File: src/verilog/radio_ctrl_pkg.sv
package radio_ctrl_pkg;

  // Width of one response word returned to the host
  localparam int RESP_W = 40;

  // Transmit configuration register address
  localparam logic [5:0] CMD_ADDR_TXCFG = 6'h09;

  // Bit positions inside the configuration command data
  localparam int CFG_VNA_BIT   = 23;
  localparam int CFG_PA_BIT    = 19;
  localparam int CFG_TRDIS_BIT = 18;

  // One host command, strobed by cmd_valid
  typedef struct packed {
    logic [5:0]  addr;
    logic [31:0] data;
    logic        ptt;
    logic        needs_resp;
  } cmd_t;

  // Transmit configuration held between commands
  typedef struct packed {
    logic vna;
    logic pa_enable;
    logic tr_disable;
  } tx_cfg_t;

  // Telemetry values sampled into the rotating slots
  typedef struct packed {
    logic [11:0] fwd_pwr;
    logic [11:0] rev_pwr;
    logic [11:0] bias_current;
    logic [11:0] temperature;
    logic [7:0]  dsiq_status;
  } telem_t;

  // PA, T/R and RF switch enables
  typedef struct packed {
    logic env_bias;
    logic env_op;
    logic env_pa;
    logic int_tr;
    logic ext_tr;
    logic rfsw_sel;
  } rf_ctrl_t;

  typedef enum logic {
    RESP_IDLE    = 1'b0,
    RESP_PENDING = 1'b1
  } resp_state_e;

  typedef enum logic [1:0] {
    FLASH_CLR   = 2'b00,
    FLASH_SET   = 2'b01,
    FLASH_WAIT1 = 2'b10,
    FLASH_WAIT2 = 2'b11
  } flash_state_e;

endpackage

File: src/verilog/tx_cfg_regs.sv
`timescale 1ns/1ps

module tx_cfg_regs (
  input  logic                    clk,
  input  logic                    arst_n_i,
  input  logic                    cmd_valid_i,
  input  radio_ctrl_pkg::cmd_t    cmd_i,
  output radio_ctrl_pkg::tx_cfg_t cfg_o,
  output logic                    host_ptt_o
);

  radio_ctrl_pkg::tx_cfg_t cfg_q;
  logic                    ptt_q;
  logic                    cfg_hit;

  // Only the configuration address touches the transmit settings
  assign cfg_hit = cmd_valid_i && (cmd_i.addr == radio_ctrl_pkg::CMD_ADDR_TXCFG);

  // Every command carries a PTT bit, whatever its address
  always_ff @(posedge clk or negedge arst_n_i) begin
    if (!arst_n_i) begin
      ptt_q <= 1'b0;
    end else if (cmd_valid_i) begin
      ptt_q <= cmd_i.ptt;
    end
  end

  always_ff @(posedge clk or negedge arst_n_i) begin
    if (!arst_n_i) begin
      cfg_q <= '0;
    end else if (cfg_hit) begin
      // VNA mode overrides the PA path
      cfg_q.vna        <= cmd_i.data[radio_ctrl_pkg::CFG_VNA_BIT];
      cfg_q.pa_enable  <= cmd_i.data[radio_ctrl_pkg::CFG_PA_BIT];
      cfg_q.tr_disable <= cmd_i.data[radio_ctrl_pkg::CFG_TRDIS_BIT];
    end
  end

  assign cfg_o      = cfg_q;
  assign host_ptt_o = ptt_q;

endmodule

File: src/verilog/debounce.sv
`timescale 1ns/1ps

module debounce #(
  parameter int DEBOUNCE_CYCLES = 16250
) (
  input  logic clk,
  input  logic arst_n_i,
  input  logic pin_n_i,
  output logic clean_o
);

  localparam int CNT_W = $clog2(DEBOUNCE_CYCLES + 1);

  logic [1:0]       sync_n;
  logic [CNT_W-1:0] cnt;
  logic             clean_q;
  logic             pending;

  // Pin idles high, so the synchronizer resets to the inactive level
  always_ff @(posedge clk or negedge arst_n_i) begin
    if (!arst_n_i) begin
      sync_n <= 2'b11;
    end else begin
      sync_n <= {sync_n[0], pin_n_i};
    end
  end

  // Synchronized level disagrees with the debounced output
  assign pending = (~sync_n[1]) != clean_q;

  always_ff @(posedge clk or negedge arst_n_i) begin
    if (!arst_n_i) begin
      cnt     <= '0;
      clean_q <= 1'b0;
    end else if (!pending) begin
      cnt <= '0;
    end else if (cnt == CNT_W'(DEBOUNCE_CYCLES)) begin
      cnt     <= '0;
      clean_q <= ~sync_n[1];
    end else begin
      cnt <= cnt + 1'b1;
    end
  end

  assign clean_o = clean_q;

endmodule

File: src/verilog/tick_gen.sv
`timescale 1ns/1ps

module tick_gen #(
  parameter int MS_CYCLES   = 2500,
  parameter int LED_MS_LOG2 = 6
) (
  input  logic clk,
  input  logic arst_n_i,
  output logic led_tick_o
);

  localparam int CYC_W = $clog2(MS_CYCLES);

  logic [CYC_W-1:0]       cyc_cnt;
  logic [LED_MS_LOG2-1:0] ms_cnt;
  logic                   ms_tick;
  logic                   led_tick_q;

  // Last clock of each millisecond
  assign ms_tick = cyc_cnt == CYC_W'(MS_CYCLES - 1);

  always_ff @(posedge clk or negedge arst_n_i) begin
    if (!arst_n_i) begin
      cyc_cnt    <= '0;
      ms_cnt     <= '0;
      led_tick_q <= 1'b0;
    end else if (ms_tick) begin
      cyc_cnt    <= '0;
      ms_cnt     <= ms_cnt + 1'b1;
      // Fires as the millisecond count wraps
      led_tick_q <= &ms_cnt;
    end else begin
      cyc_cnt    <= cyc_cnt + 1'b1;
      led_tick_q <= 1'b0;
    end
  end

  assign led_tick_o = led_tick_q;

endmodule

File: src/verilog/led_flash.sv
`timescale 1ns/1ps

module led_flash (
  input  logic clk,
  input  logic arst_n_i,
  input  logic tick_i,
  input  logic event_i,
  output logic led_n_o
);

  radio_ctrl_pkg::flash_state_e state;
  radio_ctrl_pkg::flash_state_e state_d;

  always_ff @(posedge clk or negedge arst_n_i) begin
    if (!arst_n_i) begin
      state <= radio_ctrl_pkg::FLASH_CLR;
    end else begin
      state <= state_d;
    end
  end

  // First tick may come right after the event, hence two to three ticks lit
  always_comb begin
    state_d = state;
    case (state)
      radio_ctrl_pkg::FLASH_CLR: begin
        if (event_i) state_d = radio_ctrl_pkg::FLASH_SET;
      end
      radio_ctrl_pkg::FLASH_SET: begin
        if (tick_i) state_d = radio_ctrl_pkg::FLASH_WAIT1;
      end
      radio_ctrl_pkg::FLASH_WAIT1: begin
        if (tick_i) state_d = radio_ctrl_pkg::FLASH_WAIT2;
      end
      radio_ctrl_pkg::FLASH_WAIT2: begin
        if (tick_i) state_d = radio_ctrl_pkg::FLASH_CLR;
      end
      default: begin
        state_d = radio_ctrl_pkg::FLASH_CLR;
      end
    endcase
  end

  // Active-low LED, dark only when idle
  assign led_n_o = state == radio_ctrl_pkg::FLASH_CLR;

endmodule

File: src/verilog/tx_switch.sv
`timescale 1ns/1ps

module tx_switch (
  input  logic                     run_i,
  input  logic                     host_ptt_i,
  input  logic                     ext_ptt_i,
  input  logic                     ext_inhibit_i,
  input  radio_ctrl_pkg::tx_cfg_t  cfg_i,
  output logic                     tx_on_o,
  output radio_ctrl_pkg::rf_ctrl_t rf_ctrl_o
);

  logic tx_on;
  logic pa_path;

  // Any PTT source keys the radio unless inhibited or stopped
  assign tx_on = (host_ptt_i || ext_ptt_i) && !ext_inhibit_i && run_i;

  // PA is in circuit only outside VNA mode
  assign pa_path = !cfg_i.vna && cfg_i.pa_enable;

  always_comb begin
    rf_ctrl_o.env_op   = tx_on;
    rf_ctrl_o.ext_tr   = tx_on;
    rf_ctrl_o.env_pa   = tx_on && pa_path;
    rf_ctrl_o.env_bias = tx_on && pa_path;
    // Internal T/R relay also follows PTT when T/R is not disabled
    rf_ctrl_o.int_tr   = tx_on && !cfg_i.vna && (cfg_i.pa_enable || !cfg_i.tr_disable);
    rf_ctrl_o.rfsw_sel = pa_path;
  end

  assign tx_on_o = tx_on;

endmodule

File: src/verilog/resp_builder.sv
`timescale 1ns/1ps

module resp_builder #(
  parameter logic [7:0] SERIAL_NO = 8'h00
) (
  input  logic                                clk,
  input  logic                                arst_n_i,
  input  logic                                cmd_valid_i,
  input  radio_ctrl_pkg::cmd_t                cmd_i,
  input  logic                                resp_rqst_i,
  input  logic                                tx_on_i,
  input  logic                                key_i,
  input  logic                                ext_ptt_i,
  input  logic                                rxclip_i,
  input  radio_ctrl_pkg::telem_t              telem_i,
  output logic [radio_ctrl_pkg::RESP_W-1:0]   resp_o
);

  radio_ctrl_pkg::resp_state_e state;
  radio_ctrl_pkg::resp_state_e state_d;

  logic [5:0]                        echo_addr;
  logic [31:0]                       echo_data;
  logic [1:0]                        slot;
  logic [1:0]                        clip_cnt;
  logic                              capture;
  logic [7:0]                        telem_hdr;
  logic [31:0]                       telem_data;
  logic [radio_ctrl_pkg::RESP_W-1:0] resp_q;

  assign capture = cmd_valid_i && cmd_i.needs_resp;

  // Queue depth is one, a newer command replaces the older echo
  always_comb begin
    state_d = state;
    case (state)
      radio_ctrl_pkg::RESP_IDLE: begin
        if (capture) state_d = radio_ctrl_pkg::RESP_PENDING;
      end
      radio_ctrl_pkg::RESP_PENDING: begin
        if (resp_rqst_i && !capture) state_d = radio_ctrl_pkg::RESP_IDLE;
      end
      default: begin
        state_d = radio_ctrl_pkg::RESP_IDLE;
      end
    endcase
  end

  always_ff @(posedge clk or negedge arst_n_i) begin
    if (!arst_n_i) begin
      state <= radio_ctrl_pkg::RESP_IDLE;
    end else begin
      state <= state_d;
    end
  end

  always_ff @(posedge clk or negedge arst_n_i) begin
    if (!arst_n_i) begin
      echo_addr <= '0;
      echo_data <= '0;
    end else if (capture) begin
      echo_addr <= cmd_i.addr;
      echo_data <= cmd_i.data;
    end
  end

  // Common header of every telemetry word
  assign telem_hdr = {3'b000, slot, key_i, 1'b0, ext_ptt_i};

  always_comb begin
    case (slot)
      2'd0: telem_data = {7'b0001111, &clip_cnt, 8'h00, telem_i.dsiq_status, SERIAL_NO};
      2'd1: telem_data = {4'h0, telem_i.temperature, 4'h0, telem_i.fwd_pwr};
      2'd2: telem_data = {4'h0, telem_i.rev_pwr, 4'h0, telem_i.bias_current};
      default: telem_data = 32'h0000_0000;
    endcase
  end

  // Slot advances even when an echo takes its place
  always_ff @(posedge clk or negedge arst_n_i) begin
    if (!arst_n_i) begin
      resp_q   <= '0;
      slot     <= 2'd0;
      clip_cnt <= 2'd0;
    end else if (resp_rqst_i) begin
      slot     <= slot + 2'd1;
      clip_cnt <= 2'd0;
      if (state == radio_ctrl_pkg::RESP_PENDING) begin
        resp_q <= {1'b1, echo_addr, tx_on_i, echo_data};
      end else begin
        resp_q <= {telem_hdr, telem_data};
      end
    end else if (!(&clip_cnt)) begin
      // Saturates at three clipped cycles
      clip_cnt <= clip_cnt + {1'b0, rxclip_i};
    end
  end

  assign resp_o = resp_q;

endmodule

File: src/verilog/radio_ctrl.sv
`timescale 1ns/1ps

module radio_ctrl #(
  parameter logic [7:0] SERIAL_NO       = 8'h00,
  parameter int         MS_CYCLES       = 2500,
  parameter int         LED_MS_LOG2     = 6,
  parameter int         DEBOUNCE_CYCLES = 16250
) (
  input  logic                              clk,
  input  logic                              arst_n_i,
  input  logic                              run_i,
  input  logic                              cmd_valid_i,
  input  radio_ctrl_pkg::cmd_t              cmd_i,
  input  logic                              resp_rqst_i,
  output logic [radio_ctrl_pkg::RESP_W-1:0] resp_o,
  input  radio_ctrl_pkg::telem_t            telem_i,
  input  logic                              rxclip_i,
  input  logic                              rxgood_i,
  input  logic                              ptt_n_i,
  input  logic                              key_n_i,
  input  logic                              inhibit_n_i,
  output logic                              tx_on_o,
  output radio_ctrl_pkg::rf_ctrl_t          rf_ctrl_o,
  output logic                              led_clip_n_o,
  output logic                              led_good_n_o,
  output logic                              led_tx_n_o
);

  radio_ctrl_pkg::tx_cfg_t cfg;
  logic                    host_ptt;
  logic                    ext_ptt;
  logic                    ext_key;
  logic                    ext_inhibit;
  logic                    led_tick;

  tx_cfg_regs u_cfg (
    .clk(clk), .arst_n_i(arst_n_i), .cmd_valid_i(cmd_valid_i),
    .cmd_i(cmd_i), .cfg_o(cfg), .host_ptt_o(host_ptt)
  );

  // Front-panel inputs
  debounce #(.DEBOUNCE_CYCLES(DEBOUNCE_CYCLES)) u_db_ptt (
    .clk(clk), .arst_n_i(arst_n_i), .pin_n_i(ptt_n_i), .clean_o(ext_ptt)
  );
  debounce #(.DEBOUNCE_CYCLES(DEBOUNCE_CYCLES)) u_db_key (
    .clk(clk), .arst_n_i(arst_n_i), .pin_n_i(key_n_i), .clean_o(ext_key)
  );
  debounce #(.DEBOUNCE_CYCLES(DEBOUNCE_CYCLES)) u_db_inh (
    .clk(clk), .arst_n_i(arst_n_i), .pin_n_i(inhibit_n_i), .clean_o(ext_inhibit)
  );

  tick_gen #(.MS_CYCLES(MS_CYCLES), .LED_MS_LOG2(LED_MS_LOG2)) u_tick (
    .clk(clk), .arst_n_i(arst_n_i), .led_tick_o(led_tick)
  );

  // Receive status LEDs
  led_flash u_flash_clip (
    .clk(clk), .arst_n_i(arst_n_i), .tick_i(led_tick),
    .event_i(rxclip_i), .led_n_o(led_clip_n_o)
  );
  led_flash u_flash_good (
    .clk(clk), .arst_n_i(arst_n_i), .tick_i(led_tick),
    .event_i(rxgood_i), .led_n_o(led_good_n_o)
  );

  tx_switch u_tx_sw (
    .run_i(run_i), .host_ptt_i(host_ptt), .ext_ptt_i(ext_ptt),
    .ext_inhibit_i(ext_inhibit), .cfg_i(cfg),
    .tx_on_o(tx_on_o), .rf_ctrl_o(rf_ctrl_o)
  );

  resp_builder #(.SERIAL_NO(SERIAL_NO)) u_resp (
    .clk(clk), .arst_n_i(arst_n_i), .cmd_valid_i(cmd_valid_i), .cmd_i(cmd_i),
    .resp_rqst_i(resp_rqst_i), .tx_on_i(tx_on_o), .key_i(ext_key),
    .ext_ptt_i(ext_ptt), .rxclip_i(rxclip_i), .telem_i(telem_i), .resp_o(resp_o)
  );

  assign led_tx_n_o = ~tx_on_o;

endmodule

File: config.mk
export PLATFORM = sky130hd
export DESIGN_NAME = radio_ctrl
export DESIGN_NICKNAME = d
export VERILOG_FILES = /design/src/verilog/radio_ctrl_pkg.sv /design/src/verilog/tx_cfg_regs.sv /design/src/verilog/debounce.sv /design/src/verilog/tick_gen.sv /design/src/verilog/led_flash.sv /design/src/verilog/tx_switch.sv /design/src/verilog/resp_builder.sv /design/src/verilog/radio_ctrl.sv
export SDC_FILE = /design/constraint.sdc
export NUM_CORES = 1
export LEC_CHECK = 0
export ABC_CLOCK_PERIOD_IN_PS = 2200
export BUFFER_PORTS_ARGS = -buffer_cell sky130_fd_sc_hd__buf_4
export CAP_MARGIN = 15
export CORE_MARGIN = 3
export CORE_UTILIZATION = 45
export CTS_CLUSTER_DIAMETER = 100
export DETAILED_ROUTE_END_ITERATION = 8
export PLACE_DENSITY = 0.8
export SLEW_MARGIN = 10
export SYNTH_ARGS = -nofsm -noshare
export SYNTH_HDL_FRONTEND = slang
export SYNTH_SLANG_ARGS = --single-unit
File: constraint.sdc
create_clock -name clk -period 2.2 [get_ports clk]
set_clock_uncertainty 0.15 [all_clocks]
set_input_delay 0.11 -clock clk [delete_from_list [all_inputs] [get_ports clk]]
set_output_delay 0.11 -clock clk [all_outputs]
set_load 0.005 [all_outputs]
==> results of run 1 <==
## kinds of logic (layout without fill, tap and decap cells)
| kind of cell | Yosys count | count (layout) | synth area share |
|---|---|---|---|
| AO/OA/AOI/OAI | 102 | 102 | 0.0911 |
| XOR/XNOR | 53 | 53 | 0.0637 |
| adder cells (fa/ha/maj) | 25 | 25 | 0.0422 |
| buffers and inverters | 63 | 310 | 0.0353 |
| flip-flops | 161 | 161 | 0.545 |
| multiplexers | 52 | 52 | 0.0782 |
| AND/OR/NAND/NOR | 225 | 225 | 0.144 |
## sequential cells by signal, indices dropped and copies added (netlist names)
signal and flops:
u_resp.echo_addr 6, u_flash_clip.state 2, u_tick.cyc_cnt 12, u_db_ptt.cnt 14, u_db_inh.sync_n 2, u_resp.echo_data 32
u_db_ptt.clean_o 1, u_resp.resp_o 40, u_db_inh.clean_o 1, u_db_key.sync_n 2, u_resp.clip_cnt 2, u_db_key.cnt 14
u_resp.state 1, u_cfg.host_ptt_o 1, u_db_inh.cnt 14, u_db_ptt.sync_n 2, u_flash_good.state 2, u_tick.led_tick_o 1
u_cfg.cfg_o 3, u_resp.slot 2, u_db_key.clean_o 1, u_tick.ms_cnt 6
## where the power goes
group	leakage (uW)	internal, uW	switching, uW	total, uW
logic	0.00235	1060	996	2050
clock network	0.000308	2000	1140	3140
registers	0.00202	3310	246	3560
## critical path: stages, from the launching register on
cell and delay, ns:
dfrtp_1 0.41, or4b_4 0.54, nor4_4 0.35, buf_4 0.22, nand4_1 0.13, xnor2_1 0.15
## cells in the mapped netlist, types with 2 or more instances
master / count / area share
clkbuf_1: 20 / 0.010
mux2_2: 47 / 0.071
or4_1: 2 / 0.0020
a222oi_1: 4 / 0.0054
ha_1: 25 / 0.042
nand3_1: 28 / 0.019
inv_1: 29 / 0.015
a21oi_1: 37 / 0.025
nand4bb_1: 2 / 0.0030
a22oi_1: 22 / 0.022
nor3_1: 18 / 0.012
a221o_1: 3 / 0.0041
dfstp_2: 6 / 0.021
xor2_1: 10 / 0.012
and3_1: 5 / 0.0042
dfrtp_1: 155 / 0.52
nand4_1: 13 / 0.011
nand2_1: 38 / 0.019
xnor2_1: 42 / 0.050
nor4_1: 9 / 0.0076
nor2_1: 98 / 0.050
o21ai_0: 15 / 0.010
buf_1: 7 / 0.0035
nor2b_1: 2 / 0.0017
mux2i_1: 5 / 0.0068
buf_4: 4 / 0.0041
buf_2: 2 / 0.0014
a22o_1: 16 / 0.019
## area by class of cell
cell class                 instances  share of cell area
clock inverter                    11              0.0182
sequential                       161               0.392
tap                              216              0.0263
multi-input combinational        457               0.302
inverter                          29              0.0106
clock buffer                      20              0.0424
timing repair buffer             250               0.208
## worst min-delay path by stage
stage	cells past startpoint	from	to	slack, ns
after detailed placement	1	arst_n_i	u_resp.resp_o[3]	-0.05
after CTS	4	telem_i[34]	u_resp.resp_o[18]	0.002
after global routing	4	telem_i[20]	u_resp.resp_o[0]	0.03
final	4	telem_i[20]	u_resp.resp_o[0]	0.009
after floorplan	0	arst_n_i	u_cfg.cfg_o[0]	-0.34
after global placement	1	arst_n_i	u_resp.echo_data[8]	-0.05
## per-stage QoR
step                 util  instances
detailed placement  0.554       1033
CTS                 0.643       1144
floorplan               -        681
global route        0.643       1144
finish              0.643       1144
global placement    0.554       1033
## what timing repair did
action | CTS | global route
hold buffers | 80 | 0
endpoints found under the hold margin | 230 | 0
setup endpoints to repair | 0 | 14
resized for setup | 0 | 1
## layer usage
metal	routed length, um	track usage
met2	9400	0.363
met3	1390	0.0525
met4	714	0.111
met1	7820	0.260
met5	0	0
==> impl_metrics.tcl, run 1 <==
set metrics [dict create \
    firstDrtPassIters 5 \
    drt-initial-drc-count 393 \
    fill_cells 1173 \
    reg2regPathDepth 5 \
    fin_tns_setup_ns 0 \
    r2r_start "u_tick.cyc_cnt[9]" \
    areaGrowthSynthToFinish_pct 39.0 \
    seq_area_frac_synth 0.545 \
    cp.required_ns 2.35 \
    syn_avg_cell_area_um2 10.9 \
    clockBufferDepth 2 \
    synth-main-ff-cell "dfrtp_1" \
    port_buffers 155 \
    placed_area_mm2 0.00887 \
    ys_warn_count 0 \
    netlist_area_mm2 0.00741 \
    synthArstFlopShare 1.00 \
    cts_buffers 17 \
    ys_ff_latch 161 \
    grtUsageTotal 0.216 \
    cts_max_level 4 \
    ant_nets 0 \
    cts-root-buf "clkbuf_16" \
    floorplan.initialDensity 0.463 \
    rrSetupSlack_ns 0.14 \
    cts_setup_buffers 0 \
    p_total_uw 8750 \
    hold_viol_final 0 \
    p_per_area_mw_per_mm2 850 \
    gp_routability_congestion 0.811 \
    antenna_found_initial 0 \
    die_y_um 134 \
    grt_overflow 0 \
    num_rows 46 \
    slew_headroom 0.646 \
    grt_max_degree 58 \
    post_drt_wl_per_cell_um 16.9 \
    max-vdd-ir-drop_uv 574 \
    p_leak_uw 0.00468 \
    drive_gt1_frac 0.278 \
    wirelength_um 19300 \
    pre_cts_ws_ns 0.139 \
    maxCapViolCount 0 \
    clock_latency_ns 0.42 \
    seqCellArea_mm2 0.00404 \
    grt_pass1_vias 6303 \
    syn_nets 812 \
    die-area_mm2 0.0180 \
    arrival_ns 2.21 \
    synth_edf_count 0 \
    cts_tree "done" \
    vias 6112 \
    start_kind "register" \
    hold_path.class "in -> reg" \
    layout_common_cells "164 x buf_4, 155 x dfrtp_1, 98 x nor2_1" \
    whs_ns 0.00945 \
    rr_endpoint "u_tick.ms_cnt[3]" \
    clock-sinks 161 \
    maxSlewViolCount 0 \
    nets 1047 \
    synth.distinct_cells 45 \
    endpoint_kind "register" \
    via_per_inst 5.34 \
    ios 156 \
    design_area_mm2 0.0103 \
    critPathCapture "u_tick.ms_cnt[3]" \
    worstPathMaxFanout 6 \
    outcome "finished clean" \
    fin_ws_ns 0.137 \
    clk_pin_slew_ns 0.06 \
    crit_type "reg -> reg" \
    grt_pass1_wl_um 31200 \
    crit_path_start "u_tick.cyc_cnt[9]" \
    fmax_ghz 0.485 \
    syn_inst 681 \
    die_w_um 134 \
    finalSetupViolCount 0 \
    n_antenna_cell 0 \
    multiInputGateArea_mm2 0.00311 \
    min_period_over_period 0.938 \
    drc_errors 0 \
    hpwlAfterDp_um 12000 \
    worst_pin_slew_ns 0.531 \
    core-area_mm2 0.0160 \
    rsz0062_at_grt "false" \
    min_period_ns 2.06 \
    final_common_cell "buf_4" \
]
No activity file was read; power rests on OpenSTA's default activity.
==> run 2: changes to the inputs <==
--- a/config.mk
+++ b/config.mk
@@ -13,6 +13,7 @@
 export CTS_CLUSTER_DIAMETER = 100
 export DETAILED_ROUTE_END_ITERATION = 8
 export PLACE_DENSITY = 0.8
+export RECOVER_POWER = 25
 export SLEW_MARGIN = 10
 export SYNTH_ARGS = -nofsm -noshare
 export SYNTH_HDL_FRONTEND = slang
==> run 2 against run 1 <==
Net effect:
- wire length decreased by 0.16%
- register-to-register slack about the same
- via count decreased by 0.13%
- critical path depth unchanged
- design area decreased by 0.26%
- clock-buffer cell count unchanged
==> impl_metrics.tcl, run 2 (same netlist as run 1, synthesis figures left out) <==
set metrics [dict create \
    clk_pin_slew_ns 0.06 \
    finalSetupViolCount 0 \
    drc_errors 0 \
    arrival_ns 2.21 \
    largest_register_ffs 40 \
    endpoint_kind "register" \
    crit_path_top_delay_cell "or4b_4" \
    p_seq_frac 0.407 \
    crit_type "reg -> reg" \
    p_leak_uw 0.00467 \
    grt_pass1_vias 6303 \
    cts-root-buf "clkbuf_16" \
    nets 1047 \
    hold_viol_final 0 \
    via_per_inst 5.34 \
    multiInputGateArea_mm2 0.00311 \
    n_antenna_cell 0 \
    pre_cts_ws_ns 0.139 \
    outcome "finished clean" \
    ios 156 \
    post_drt_wl_per_cell_um 16.9 \
    worstHoldEndpoint "u_resp.resp_o[0]" \
    start_kind "register" \
    crit_family "simple AND/OR/NAND/NOR gates" \
    r2r_start "u_tick.cyc_cnt[9]" \
    fill_cells 1176 \
    port_buffers 155 \
    design_area_mm2 0.0103 \
    p_per_area_mw_per_mm2 851 \
    fin_ws_ns 0.137 \
    clockBufferDepth 2 \
    die_y_um 134 \
    drive_gt1_frac 0.278 \
    min_period_ns 2.06 \
    firstDrtPassIters 5 \
    clock_latency_ns 0.42 \
    p_switching_uw 2380 \
    reg2regPathDepth 5 \
    seqCellArea_mm2 0.00404 \
    worstPathMaxFanout 6 \
    fin_tns_setup_ns 0 \
    p_total_uw 8740 \
    hold_path.class "in -> reg" \
    cts_buffers 17 \
    pwr-share-clk 0.359 \
    placed_area_mm2 0.00887 \
    layout_common_cells "160 x buf_4, 155 x dfrtp_1, 98 x nor2_1" \
    slew_headroom 0.0737 \
    floorplan.initialDensity 0.463 \
    die-area_mm2 0.0180 \
    vias 6104 \
    worstHoldPathCells 4 \
    hpwlAfterDp_um 12000 \
    grtUsageTotal 0.216 \
    max-vdd-ir-drop_uv 574 \
    fmax_ghz 0.485 \
    clock-sinks 161 \
    num_rows 46 \
    maxSlewViolCount 0 \
    cp.required_ns 2.35 \
    areaGrowthSynthToFinish_pct 38.7 \
    rrSetupSlack_ns 0.14 \
    rsz0062_at_grt "false" \
    rr_endpoint "u_tick.ms_cnt[3]" \
    antenna_found_initial 0 \
    cts_tree "done" \
    crit_chain "or4b_4 -> nor4_4 -> buf_4 -> nand4_1 -> xnor2_1" \
    grt_overflow 0 \
    cp_num_buf_inv 1 \
    min_period_over_period 0.938 \
    cp_num_cells 5 \
    cts_max_level 4 \
    combPwrFrac 0.234 \
    gp_routability_congestion 0.811 \
    wirelength_um 19300 \
    ant_nets 0 \
    grt_max_degree 58 \
    core-area_mm2 0.0160 \
    final_common_cell "buf_4" \
    worst_pin_slew_ns 1.39 \
    sw_frac_of_total 0.272 \
    p_int_uw 6370 \
    grt_pass1_wl_um 31200 \
    maxCapViolCount 0 \
    slowest_delay_ns 0.54 \
    hold_path.startpoint "telem_i[20]" \
    drt-initial-drc-count 392 \
    die_w_um 134 \
]
-- run 2: routing by layer --
layer  wire [um]  global-route usage  vias to the layer above
li1            -                   -                     2835
met1        7830               0.260                     2950
met2        9400               0.363                      261
met3        1370              0.0525                       58
met4         694               0.111                        0
met5           0                   0                        -
-- run 2: worst max-delay path by stage --
stage / start / end
global placement: u_tick.cyc_cnt[9] / u_tick.ms_cnt[3]
global route: u_tick.cyc_cnt[9] / u_tick.ms_cnt[3]
CTS: u_tick.cyc_cnt[9] / u_tick.ms_cnt[3]
detailed placement: u_tick.cyc_cnt[9] / u_tick.ms_cnt[3]
finish: u_tick.cyc_cnt[9] / u_tick.ms_cnt[3]
floorplan: u_tick.cyc_cnt[4] / u_tick.ms_cnt[4]
-- run 2: tightest hold or removal path, stage by stage --
cell	delay (ns)
buf_4	0.08
a22o_1	0.13
a22oi_1	0.07
a21oi_1	0.14
-- run 2: through the flow --
stage	utilization	hold slack [ns]	instances
2_1_floorplan	-	-0.336	681
3_3_place_gp	0.554	-0.0458	1033
3_5_place_dp	0.554	-0.0462	1033
4_1_cts	0.643	0.00198	1144
5_1_grt	0.642	0.0261	1144
6_report	0.642	0.00952	1144
-- run 2: timing repair --
item	CTS	global route
hold buffers	80	0
buffers inserted	0	0
gates resized for setup	0	1
hold endpoints to repair	230	0
endpoints found under the setup margin	0	14
-- run 2: power by group through the flow --
| stage | logic [uW] | registers (uW) | clock network (uW) |
|---|---|---|---|
| floorplan | 1030 | 3550 | 0 |
| global placement | 1830 | 3580 | 0 |
| detailed placement | 1860 | 3600 | 0 |
| CTS | 2000 | 3550 | 3200 |
| global route | 2220 | 3600 | 3330 |
| finish | 2040 | 3560 | 3140 |
-- run 2: final cells by class --
| type | instances | area share |
|---|---|---|
| inverters | 29 | 0.0106 |
| multi-input cells | 457 | 0.303 |
| flip-flops and latches | 161 | 0.393 |
| clock buffers | 20 | 0.0425 |
| clock inverters | 11 | 0.0183 |
| well taps | 216 | 0.0263 |
| repair buffers | 250 | 0.206 |
